<file path="src/sccb_pkg.sv">
package sccb_pkg;

	////////////////////////////////////////
	// timing and sizes
	////////////////////////////////////////

	localparam int byte_bits = 8;

	// counts down from the msb of a byte
	typedef logic [$clog2(byte_bits)-1:0] bit_index_t;

	////////////////////////////////////////
	// host register map
	////////////////////////////////////////

	typedef logic [2:0] reg_addr_t;

	localparam reg_addr_t reg_control = 3'd0;
	localparam reg_addr_t reg_slave_address = 3'd1;
	localparam reg_addr_t reg_reg_address = 3'd2;
	localparam reg_addr_t reg_data = 3'd3;

	localparam int go_bit = 0;

	////////////////////////////////////////
	// frame sequencing
	////////////////////////////////////////

	typedef enum logic [2:0]
	{
		idle,
		start_low_sda,
		start_low_scl,
		byte_shift,
		ack_slot,
		stop_scl_high,
		stop_sda_high
	} frame_state_t;

	typedef enum logic [1:0]
	{
		device_address,
		register_address,
		data
	} byte_sel_t;

	typedef enum logic [1:0]
	{
		scl_toggle,
		scl_hold_high,
		scl_hold_low
	} scl_mode_t;

	typedef struct packed
	{
		logic write;
		reg_addr_t address;
		logic [7:0] writedata;
	} host_write_t;

	typedef struct packed
	{
		logic [byte_bits-1:0] dev_addr;
		logic [byte_bits-1:0] reg_addr;
		logic [byte_bits-1:0] data_byte;
	} sccb_frame_t;

	typedef struct packed
	{
		logic sda;
		logic sda_oe;
		scl_mode_t scl_mode;
		logic frame_done;
		logic data_ack_ok;
	} line_cmd_t;

	typedef struct packed
	{
		logic scl;
		logic sda;
		logic sda_oe;
	} sccb_bus_t;

endpackage
</file>
<file path="src/sccb_master.sv">
`timescale 1ns/1ps

module sccb_master
(
	input logic clk_div_2,
	input logic reset_n,
	input sccb_pkg::host_write_t host,
	input logic sda_in,
	output sccb_pkg::sccb_bus_t bus,
	output logic ready,
	output logic success_out
);

	sccb_pkg::sccb_frame_t frame;
	sccb_pkg::line_cmd_t cmd;
	logic go;
	logic busy;

	sccb_reg_bank u_reg_bank
	(
		.clk_div_2 (clk_div_2),
		.reset_n (reset_n),
		.host (host),
		.busy (busy),
		.frame (frame),
		.go (go)
	);

	sccb_frame_sequencer u_frame_sequencer
	(
		.clk_div_2 (clk_div_2),
		.reset_n (reset_n),
		.frame (frame),
		.go (go),
		.sda_in (sda_in),
		.busy (busy),
		.cmd (cmd)
	);

	sccb_line_driver u_line_driver
	(
		.clk_div_2 (clk_div_2),
		.reset_n (reset_n),
		.cmd (cmd),
		.bus (bus),
		.ready (ready),
		.success_out (success_out)
	);

endmodule

</file>
<file path="src/sccb_line_driver.sv">
`timescale 1ns/1ps

module sccb_line_driver
(
	input logic clk_div_2,
	input logic reset_n,
	input sccb_pkg::line_cmd_t cmd,
	output sccb_pkg::sccb_bus_t bus,
	output logic ready,
	output logic success_out
);

	logic frame_start;

	// idle always asks for sda high, so the first low request is the start
	assign frame_start = ready && !cmd.sda;

	////////////////////////////////////////
	// bus lines
	////////////////////////////////////////

	always_ff @(posedge clk_div_2)
	begin
		if (!reset_n)
		begin
			bus.scl <= 1'b1;
			bus.sda <= 1'b1;
			bus.sda_oe <= 1'b1;
		end
		else
		begin
			bus.sda <= cmd.sda;
			bus.sda_oe <= cmd.sda_oe;
			case (cmd.scl_mode)
				sccb_pkg::scl_toggle:
					bus.scl <= ~bus.scl;
				sccb_pkg::scl_hold_low:
					bus.scl <= 1'b0;
				default:
					bus.scl <= 1'b1;
			endcase
		end
	end

	////////////////////////////////////////
	// host status
	////////////////////////////////////////

	always_ff @(posedge clk_div_2)
	begin
		if (!reset_n)
		begin
			ready <= 1'b1;
		end
		else if (frame_start)
		begin
			ready <= 1'b0;
		end
		else if (cmd.frame_done)
		begin
			ready <= 1'b1;
		end
	end

	// sticky until the next frame starts
	always_ff @(posedge clk_div_2)
	begin
		if (!reset_n)
		begin
			success_out <= 1'b0;
		end
		else if (frame_start)
		begin
			success_out <= 1'b0;
		end
		else if (cmd.frame_done && cmd.data_ack_ok)
		begin
			success_out <= 1'b1;
		end
	end

endmodule

</file>
<file path="src/sccb_frame_sequencer.sv">
`timescale 1ns/1ps

module sccb_frame_sequencer
(
	input logic clk_div_2,
	input logic reset_n,
	input sccb_pkg::sccb_frame_t frame,
	input logic go,
	input logic sda_in,
	output logic busy,
	output sccb_pkg::line_cmd_t cmd
);

	// phase 0 is the scl low half of a bit, phase 1 the high half
	logic phase;

	sccb_pkg::frame_state_t state;
	sccb_pkg::frame_state_t state_n;
	sccb_pkg::byte_sel_t byte_sel;
	sccb_pkg::byte_sel_t byte_sel_n;
	sccb_pkg::bit_index_t bit_cnt;
	sccb_pkg::bit_index_t bit_cnt_n;
	logic data_acked;
	logic data_acked_n;
	logic [sccb_pkg::byte_bits-1:0] shift_byte;

	assign busy = (state != sccb_pkg::idle);

	////////////////////////////////////////
	// next state
	////////////////////////////////////////

	always_comb
	begin
		state_n = state;
		byte_sel_n = byte_sel;
		bit_cnt_n = bit_cnt;
		data_acked_n = data_acked;
		case (state)
			sccb_pkg::idle:
			begin
				// start on phase 1 so the first bit opens with a low half
				if (go && phase)
					state_n = sccb_pkg::start_low_sda;
			end
			sccb_pkg::start_low_sda:
			begin
				state_n = sccb_pkg::start_low_scl;
				data_acked_n = 1'b0;
			end
			sccb_pkg::start_low_scl:
			begin
				state_n = sccb_pkg::byte_shift;
				byte_sel_n = sccb_pkg::device_address;
				bit_cnt_n = sccb_pkg::bit_index_t'(sccb_pkg::byte_bits - 1);
			end
			sccb_pkg::byte_shift:
			begin
				if (phase)
				begin
					if (bit_cnt == '0)
						state_n = sccb_pkg::ack_slot;
					else
						bit_cnt_n = bit_cnt - 1'b1;
				end
			end
			sccb_pkg::ack_slot:
			begin
				// scl is high on the bus now, so sda_in holds the ack
				if (phase)
				begin
					bit_cnt_n = sccb_pkg::bit_index_t'(sccb_pkg::byte_bits - 1);
					if (byte_sel == sccb_pkg::data)
					begin
						data_acked_n = ~sda_in;
						state_n = sccb_pkg::stop_scl_high;
					end
					else if (sda_in)
					begin
						// no ack on address or register, abort
						state_n = sccb_pkg::stop_scl_high;
					end
					else
					begin
						state_n = sccb_pkg::byte_shift;
						byte_sel_n = (byte_sel == sccb_pkg::device_address) ?
							sccb_pkg::register_address : sccb_pkg::data;
					end
				end
			end
			sccb_pkg::stop_scl_high:
			begin
				state_n = sccb_pkg::stop_sda_high;
			end
			default:
			begin
				state_n = sccb_pkg::idle;
			end
		endcase
	end

	always_ff @(posedge clk_div_2)
	begin
		if (!reset_n)
		begin
			phase <= 1'b0;
			state <= sccb_pkg::idle;
			byte_sel <= sccb_pkg::device_address;
			bit_cnt <= '0;
			data_acked <= 1'b0;
		end
		else
		begin
			phase <= ~phase;
			state <= state_n;
			byte_sel <= byte_sel_n;
			bit_cnt <= bit_cnt_n;
			data_acked <= data_acked_n;
		end
	end

	////////////////////////////////////////
	// line command
	////////////////////////////////////////

	always_comb
	begin
		case (byte_sel_n)
			sccb_pkg::device_address:
				shift_byte = frame.dev_addr;
			sccb_pkg::register_address:
				shift_byte = frame.reg_addr;
			default:
				shift_byte = frame.data_byte;
		endcase
	end

	// decoded from the next state, the driver registers it into place
	always_comb
	begin
		cmd.sda_oe = 1'b1;
		cmd.scl_mode = sccb_pkg::scl_hold_high;
		cmd.frame_done = (state == sccb_pkg::stop_sda_high);
		cmd.data_ack_ok = data_acked;
		case (state_n)
			sccb_pkg::start_low_sda:
			begin
				cmd.sda = 1'b0;
			end
			sccb_pkg::start_low_scl:
			begin
				cmd.sda = 1'b0;
				cmd.scl_mode = sccb_pkg::scl_hold_low;
			end
			sccb_pkg::byte_shift:
			begin
				cmd.sda = shift_byte[bit_cnt_n];
				// scl already low after the start
				cmd.scl_mode = (state == sccb_pkg::start_low_scl) ?
					sccb_pkg::scl_hold_low : sccb_pkg::scl_toggle;
			end
			sccb_pkg::ack_slot:
			begin
				cmd.sda = 1'b1;
				cmd.sda_oe = 1'b0;
				cmd.scl_mode = sccb_pkg::scl_toggle;
			end
			sccb_pkg::stop_scl_high:
			begin
				cmd.sda = 1'b0;
			end
			default:
			begin
				cmd.sda = 1'b1;
			end
		endcase
	end

endmodule

</file>
<file path="src/sccb_reg_bank.sv">
`timescale 1ns/1ps

module sccb_reg_bank
(
	input logic clk_div_2,
	input logic reset_n,
	input sccb_pkg::host_write_t host,
	input logic busy,
	output sccb_pkg::sccb_frame_t frame,
	output logic go
);

	logic ctrl_write;

	assign ctrl_write = host.write && (host.address == sccb_pkg::reg_control);

	// frame fields, picked up bit by bit by the sequencer
	always_ff @(posedge clk_div_2)
	begin
		if (host.write)
		begin
			case (host.address)
				sccb_pkg::reg_slave_address:
					frame.dev_addr <= host.writedata;
				sccb_pkg::reg_reg_address:
					frame.reg_addr <= host.writedata;
				sccb_pkg::reg_data:
					frame.data_byte <= host.writedata;
				default:
					frame <= frame;
			endcase
		end
	end

	// only the go bit of the control register is kept
	always_ff @(posedge clk_div_2)
	begin
		if (!reset_n)
		begin
			go <= 1'b0;
		end
		else if (busy)
		begin
			// one write, one frame; writes during a frame are dropped
			go <= 1'b0;
		end
		else if (ctrl_write)
		begin
			go <= host.writedata[sccb_pkg::go_bit];
		end
	end

endmodule

</file>
<file path="config.mk">
export PLATFORM = sky130hd
export DESIGN_NAME = sccb_master
export DESIGN_NICKNAME = d
export VERILOG_FILES = /design/src/sccb_pkg.sv /design/src/sccb_master.sv /design/src/sccb_line_driver.sv /design/src/sccb_frame_sequencer.sv /design/src/sccb_reg_bank.sv
export SDC_FILE = /design/constraint.sdc
export NUM_CORES = 1
export LEC_CHECK = 0
export BUFFER_PORTS_ARGS = -buffer_cell sky130_fd_sc_hd__buf_4
export CAP_MARGIN = 40
export CORE_AREA = 2 2 70 59
export CTS_BUF_LIST = sky130_fd_sc_hd__clkbuf_2
export CTS_CLUSTER_SIZE = 16
export DETAILED_ROUTE_END_ITERATION = 7
export DIE_AREA = 0 0 72 61
export PLACE_DENSITY_LB_ADDON = 0.2
export SETUP_SLACK_MARGIN = 0.05
export SYNTH_ARGS = -nofsm -noshare
export SYNTH_HDL_FRONTEND = slang
export SYNTH_SLANG_ARGS = --single-unit
</file>
<file path="constraint.sdc">
create_clock -name clk_div_2 -period 2.2 [get_ports clk_div_2]
set_clock_uncertainty 0.15 [all_clocks]
set_input_delay 0.44 -clock clk_div_2 [delete_from_list [all_inputs] [get_ports clk_div_2]]
set_output_delay 0.44 -clock clk_div_2 [all_outputs]
set_load 0.005 [all_outputs]
</file>
### Yosys cells after proc, flatten, opt, wreduce, memory -nomap -nowiden

Cells that the tools add are included.

* $lt $le $gt $ge: 1
* add/subtract/negate cells: 1
* muxes and demuxes: 29
* reduce and logical (&&, ||, !) cells: 21
* eq/ne operators: 19
* bitwise logic cells: 4

Operators with widths (number)
* $mux W3: 9
* $eq A3 B2 Y1 const B: 6
* $pmux W3 S6: 1
* $pmux W8 S2: 1
* $eq A3 B3 Y1 const B: 5
* $mux W2: 5
* $eq A3 B1 Y1 const B: 3
* $logic_not A3 Y1: 3
* $pmux W3 S3: 1
* $logic_not A2 Y1: 3
* $mux W1: 6
* $pmux W1 S2: 3
* $pmux W2 S3: 1
* $reduce_and A2 Y1: 3
* $eq A2 B2 Y1 const B: 2
* $logic_and A1 B1 Y1: 4
* $lt A3 B4 Y1 const B: 1
* $ne A2 B1 Y1 const B: 2
* $not A1 Y1: 4
* $pmux W2 S2: 1
* $reduce_bool A2 Y1: 2
* $reduce_or A2 Y1: 2
* $bmux W1 S3: 1
* $reduce_and A3 Y1: 1
* other kinds (5): 5

* word-level logic and storage cells: 89
* output and inout port bits: 5
* register bits after elaboration: 40

### Logic depth before layout (Yosys ltp)

* depth in word-level cells: 14
* mapped depth: 10
* mapped depth without buffers: 10

### By module

From an unflattened synthesis, not the netlist that was laid out.

* cell total of the unflattened synthesis: 168
* area, all modules: 1928.1 um^2

Modules (own cells, without submodules)
* sccb_frame_sequencer: area an instance 942.2 um^2, sequential area each 200.2 um^2, instances 1, cells each 122
* sccb_reg_bank: area an instance 822.0 um^2, sequential area each 740.7 um^2, instances 1, cells each 32
* sccb_line_driver: area an instance 163.9 um^2, sequential area each 100.1 um^2, instances 1, cells each 14

### Least setup slack after synthesis

Ideal clock, no wire load.

* path kind: register to register
* start: register u_frame_sequencer.phase
* end: register u_line_driver.success_out
* cell stages (with the launch flop): 10
* path buffers: 1
* library setup time: 88 ps
* required time: 1962 ps
* arrival time: 2095 ps
* setup slack: -133 ps
* path through: dfxtp_1 buf_2 nor4b_1 a22oi_2 nand2_4 mux2_4 o32ai_2 a211oi_1 o22a_1 a311oi_2

* cells in the longest elaborated chain, start to end: 10
* elaborated cells on any way between the ends: 24
* those cells by class: 5 x eq/ne; 13 x mux; 6 x reduce/logical

RTL lines
* start: declaration: line sccb_frame_sequencer.sv:15 `logic phase;`
* start signal: assignment: line sccb_frame_sequencer.sv:114 `phase <= ~phase;`
* $mux W2: line sccb_frame_sequencer.sv:70 `if (phase)`
* $pmux W2 S2: line sccb_frame_sequencer.sv:39 `case (state)`
* $eq A2 B1 Y1 / $logic_not A2 Y1 (equally long branches): line sccb_frame_sequencer.sv:128 `case (byte_sel_n)`
* $pmux W8 S2: line sccb_frame_sequencer.sv:128
* $bmux W1 S3: line sccb_frame_sequencer.sv:157 `cmd.sda = shift_byte[bit_cnt_n];`
* $mux W1 (not written as such): line sccb_frame_sequencer.sv:157
* $pmux W1 S2 *: line sccb_frame_sequencer.sv:145 `case (state_n)`
* $logic_not A1 Y1 *: line sccb_line_driver.sv:16 `assign frame_start = ready && !cmd.sda;`
* $logic_and A1 B1 Y1 *: line sccb_line_driver.sv:16
* $reduce_or A2 Y1 (no source line) *
* end signal: assignment: line sccb_line_driver.sv:70 `success_out <= 1'b0;`
* end signal: assignment: line sccb_line_driver.sv:74 `success_out <= 1'b0;`
* end signal: assignment: line sccb_line_driver.sv:78 `success_out <= 1'b1;`
* end: declaration: line sccb_line_driver.sv:10 `output logic success_out`

Mark *: on every way between the ends. The rest lies on a longest branch, timed or not. The select of a mux whose other input is x is not followed.
A chain may end at the register's enable or synchronous reset.

### Final worst setup path

* start: register u_frame_sequencer.state[2]
* end: register u_line_driver.success_out

* cells in the longest elaborated chain, start to end: 10
* elaborated cells on any way between the ends: 29
* those cells by class: 11 x eq/ne; 11 x mux; 7 x reduce/logical

RTL lines
* start: declaration: line sccb_frame_sequencer.sv:17 `sccb_pkg::frame_state_t state;`
* start signal: assignment: line sccb_frame_sequencer.sv:107 `state <= sccb_pkg::idle;`
* start signal: assignment: line sccb_frame_sequencer.sv:115 `state <= state_n;`
* $eq A3 B3 Y1 / $eq A3 B2 Y1 (equally long branches): line sccb_frame_sequencer.sv:39
* $pmux W2 S2: line sccb_frame_sequencer.sv:39
* $eq A2 B1 Y1 / $logic_not A2 Y1 (equally long branches): line sccb_frame_sequencer.sv:128
* $pmux W8 S2: line sccb_frame_sequencer.sv:128
* $bmux W1 S3: line sccb_frame_sequencer.sv:157
* $mux W1 (not written as such): line sccb_frame_sequencer.sv:157
* $pmux W1 S2: line sccb_frame_sequencer.sv:145
* $logic_not A1 Y1: line sccb_line_driver.sv:16
* $logic_and A1 B1 Y1: line sccb_line_driver.sv:16
* $reduce_or A2 Y1 (no source line)

Several ways; a longest one is shown, not always the timed one. The select of a mux whose other input is x is not followed.

==> impl_metrics.json <==
{
  "routed_wl_mm": 4.45,
  "final_common_cell": "sky130_fd_sc_hd__buf_4",
  "initial_core_util": 0.536,
  "setup-violations-final": 3,
  "synth_cell_types": 52,
  "slew_headroom": 0.733,
  "startpoint": "u_frame_sequencer.state[2]$_SDFF_PN0_",
  "finalNetCount": 250,
  "final.period_utilization": 1.08,
  "yosys_warnings": 0,
  "status": "finished, violations left",
  "max-clock-path-buffers": 2,
  "maximum_number_of_pins_on_one_net_before_global_route_repair": 13,
  "synthSimpleGateAreaFrac": 0.195,
  "clock-sinks": 40,
  "synth-compound-area-share": 0.180,
  "layout.cells.most_common_list": "sky130_fd_sc_hd__buf_4, sky130_fd_sc_hd__edfxtp_1, sky130_fd_sc_hd__nor2_1, sky130_fd_sc_hd__nand2_1",
  "detail_route.iter0.violations": 112,
  "list_of_cells_traversed_by_the_critical_path": "or3b_4, o31ai_2, buf_4, o21ai_4, a2bb2oi_4, o32ai_2, a211oi_1, o22a_1, a311oi_2",
  "grt_use_total": 0.221,
  "rows": 20,
  "timing.critical_path.arrival_ns": 2.55,
  "boundaryPins": 20,
  "synth_top_family_by_area": "simple AND/OR/NAND/NOR gates",
  "hold_path.startpoint": "host[6]",
  "post_synth_inst_count": 180,
  "via_per_inst": 5.71,
  "finalHoldViolations": 0,
  "worst_setup_slack_after_layout_ns": -0.181,
  "globalRoute.totalOverflow": 0,
  "violations": "setup timing",
  "cts_hold_buffers": 0,
  "first_pass_grt_wire_length_mm": 7.13,
  "final.hold.worst_slack_ns": 0.0738,
  "timing_worst_slew_pin_value_ns": 0.398,
  "antenna_found_initial": 0,
  "numCtsBuffers": 5,
  "first_global_vias": 1500,
  "syn_to_final_growth_pct": 31.4,
  "detailroute.via_count": 1586,
  "die-area_um2": 4390,
  "die_w_um": 72,
  "wl_per_cell_um": 16.0,
  "numPortBuffers": 19,
  "clkTransAtPathRegs_ns": 0.19,
  "core-area_um2": 3680,
  "crit-reg2reg-launch": "u_frame_sequencer.state[2]$_SDFF_PN0_",
  "cts.htree.levels": 2,
  "post_layout_nonfiller_instances": 278,
  "post_synth_xor_area_fraction": 0,
  "drc_errors": 0,
  "postSynthAreaPerCell_um2": 10.9,
  "startpoint_class_of_the_critical_path": "register",
  "post_synth_mux_area_share": 0.0559,
  "die_height_um": 61,
  "synth-adder-area-share": 0.0127,
  "vdd_ir_drop_max_v": 0.000374,
  "final.min_clock_period_ns": 2.38,
  "cts-root-buf": "sky130_fd_sc_hd__clkbuf_2",
  "maxCapViolations": 0,
  "layout-drive-gt1-share": 0.432,
  "timing.critical_path.buf_inv": 1,
  "num_antenna_cells": 0,
  "half_perimeter_wire_length_of_the_detailed_placement_result_mm": 3.35,
  "synth_seq_cells": 40,
  "slowest_delay_ns": 0.44,
  "total_leakage_power_nw": 1.01,
  "syn_area_um2": 1970,
  "place_inst": 267,
  "gp_congestion": 0.896,
  "final_antenna_net_count": 0,
  "unrepaired_setup_endpoints_after_global_routing": "true",
  "worstSetupPathType": "reg -> reg",
  "clk_latency_ns": 0.39,
  "maximum_fanout_count_along_the_critical_path": 6,
  "min_path_type": "in -> reg",
  "detail_route.first_pass.iterations": 4,
  "crit_required_ns": 2.37,
  "achievable-frequency_mhz": 420,
  "yosysSeqAreaShare": 0.528,
  "power-per-cell-area_nw_per_um2": 524,
  "slowest_library_cell_on_the_worst_path": "sky130_fd_sc_hd__or3b_4",
  "worstSetupEndpointType": "register",
  "tritoncts": "yes",
  "synth_fp_nets": 197,
  "cpLargestDelayFamily": "compound AO/OA/AOI/OAI gates",
  "drv_slew": 0
}
==> sequential cells by signal, indices dropped and copies added, names as in the netlist <==
register,flops
u_frame_sequencer.state,3
u_reg_bank.go,1
u_frame_sequencer.bit_cnt,3
u_frame_sequencer.data_acked,1
u_frame_sequencer.phase,1
u_frame_sequencer.byte_sel,2
u_reg_bank.frame,24
u_line_driver.success_out,1
u_line_driver.ready,1
u_line_driver.bus,3
==> logic make-up after synthesis <==
kind of cell / after synthesis
buffers and inverters: 11
AO/OA/AOI/OAI: 45
multiplexers: 10
adder cells (fa/ha/maj): 2
AND/OR/NAND/NOR: 72
flip-flops: 40
==> Yosys cell counts (all sizes together) <==
cell type / instances / area, um^2
a211oi: 5 / 37.5
a21o: 1 / 7.51
a21oi: 10 / 50.1
a22o: 1 / 17.5
a22oi: 2 / 33.8
a2bb2oi: 1 / 8.76
a311oi: 1 / 15.0
a31oi: 3 / 18.8
a41oi: 1 / 8.76
and2: 2 / 12.5
and2b: 1 / 7.51
and3: 2 / 17.5
and3b: 1 / 8.76
and4b: 1 / 10.0
buf: 4 / 28.8
clkbuf: 2 / 7.51
clkinv: 1 / 3.75
dfxtp: 16 / 320
edfxtp: 24 / 721
ha: 2 / 25.0
inv: 4 / 15.0
mux2: 5 / 60.1
mux2i: 5 / 50.1
nand2: 17 / 71.3
nand2b: 5 / 31.3
nand3: 4 / 20.0
nor2: 26 / 97.6
nor2b: 4 / 25.0
nor3: 1 / 5.00
nor3b: 2 / 26.3
nor4b: 2 / 17.5
o211ai: 3 / 27.5
o21ai: 6 / 33.8
o22a: 1 / 8.76
o22ai: 3 / 18.8
o31a: 1 / 8.76
o31ai: 4 / 35.0
o32ai: 2 / 25.0
or3: 2 / 12.5
or3b: 1 / 11.3
or4b: 1 / 10.0
==> per-layer routing <==
metal,track usage,vias to the layer above,wire length (um),part of all wire
met5,0,-,0,0
met4,0.0755,0,72,0.016
met3,0.0498,10,237,0.053
met2,0.362,50,2140,0.48
met1,0.297,753,2000,0.45
li1,-,773,-,-
==> timing repair <==
item                       in CTS  in global routing
gates resized for setup        12                 11
buffers inserted                3                  1
pin swaps                       7                  8
setup endpoints to repair       3                  4
==> worst register-to-register path, delay by kind of cell (launching register included) <==
kind,cells,cell delay (ns)
DFF,1,0.40
AOI/OAI and AO/OA,7,1.12
and+or+nand+nor,1,0.44
buffers and inverters,1,0.20
==> final timing paths <==
check        cells past startpoint  slack [ns]                                         to
min reg2reg                      2        0.35  u_frame_sequencer.data_acked$_SDFFE_PN0P_
min                              1        0.07             u_reg_bank.frame[14]$_DFFE_PP_
max                              9       -0.18     u_line_driver.success_out$_SDFFE_PP0P_
max reg2reg                      9       -0.18     u_line_driver.success_out$_SDFFE_PP0P_
==> stage by stage <==
stage / instance area, um^2 / setup WS, ns / total power [W] / setup TNS [ns] / util
2_1_floorplan: 2010 / 0.00905 / 0.000884 / 0 / -
3_3_place_gp: 2400 / -0.142 / 0.000933 / -0.334 / 0.651
3_5_place_dp: 2400 / -0.247 / 0.000939 / -0.628 / 0.651
4_1_cts: 2530 / -0.158 / 0.00136 / -0.345 / 0.687
5_1_grt: 2590 / -0.214 / 0.00141 / -0.540 / 0.704
6_report: 2590 / -0.181 / 0.00136 / -0.448 / 0.704
==> area by class of cell <==
class                           count  area, um^2
Inverter                            5        18.8
Sequential cell                    40        1050
Clock buffer                        6        30.0
Clock inverter                      2        35.0
Timing Repair Buffer               52         398
Tap cell                           44        55.1
Fill cell                         258        1090
Multi-Input combinational cell    129        1000
==> power by group <==
part	internal, W	total (W)	switching (W)	leakage [nW]
clock network	0.000196	0.000427	0.000231	0.0430
registers	0.000811	0.000821	0.00000957	0.351
logic	0.0000557	0.000111	0.0000551	0.621
total	0.00106	0.00136	0.000296	1.01
(Power assumes the default switching activity.)
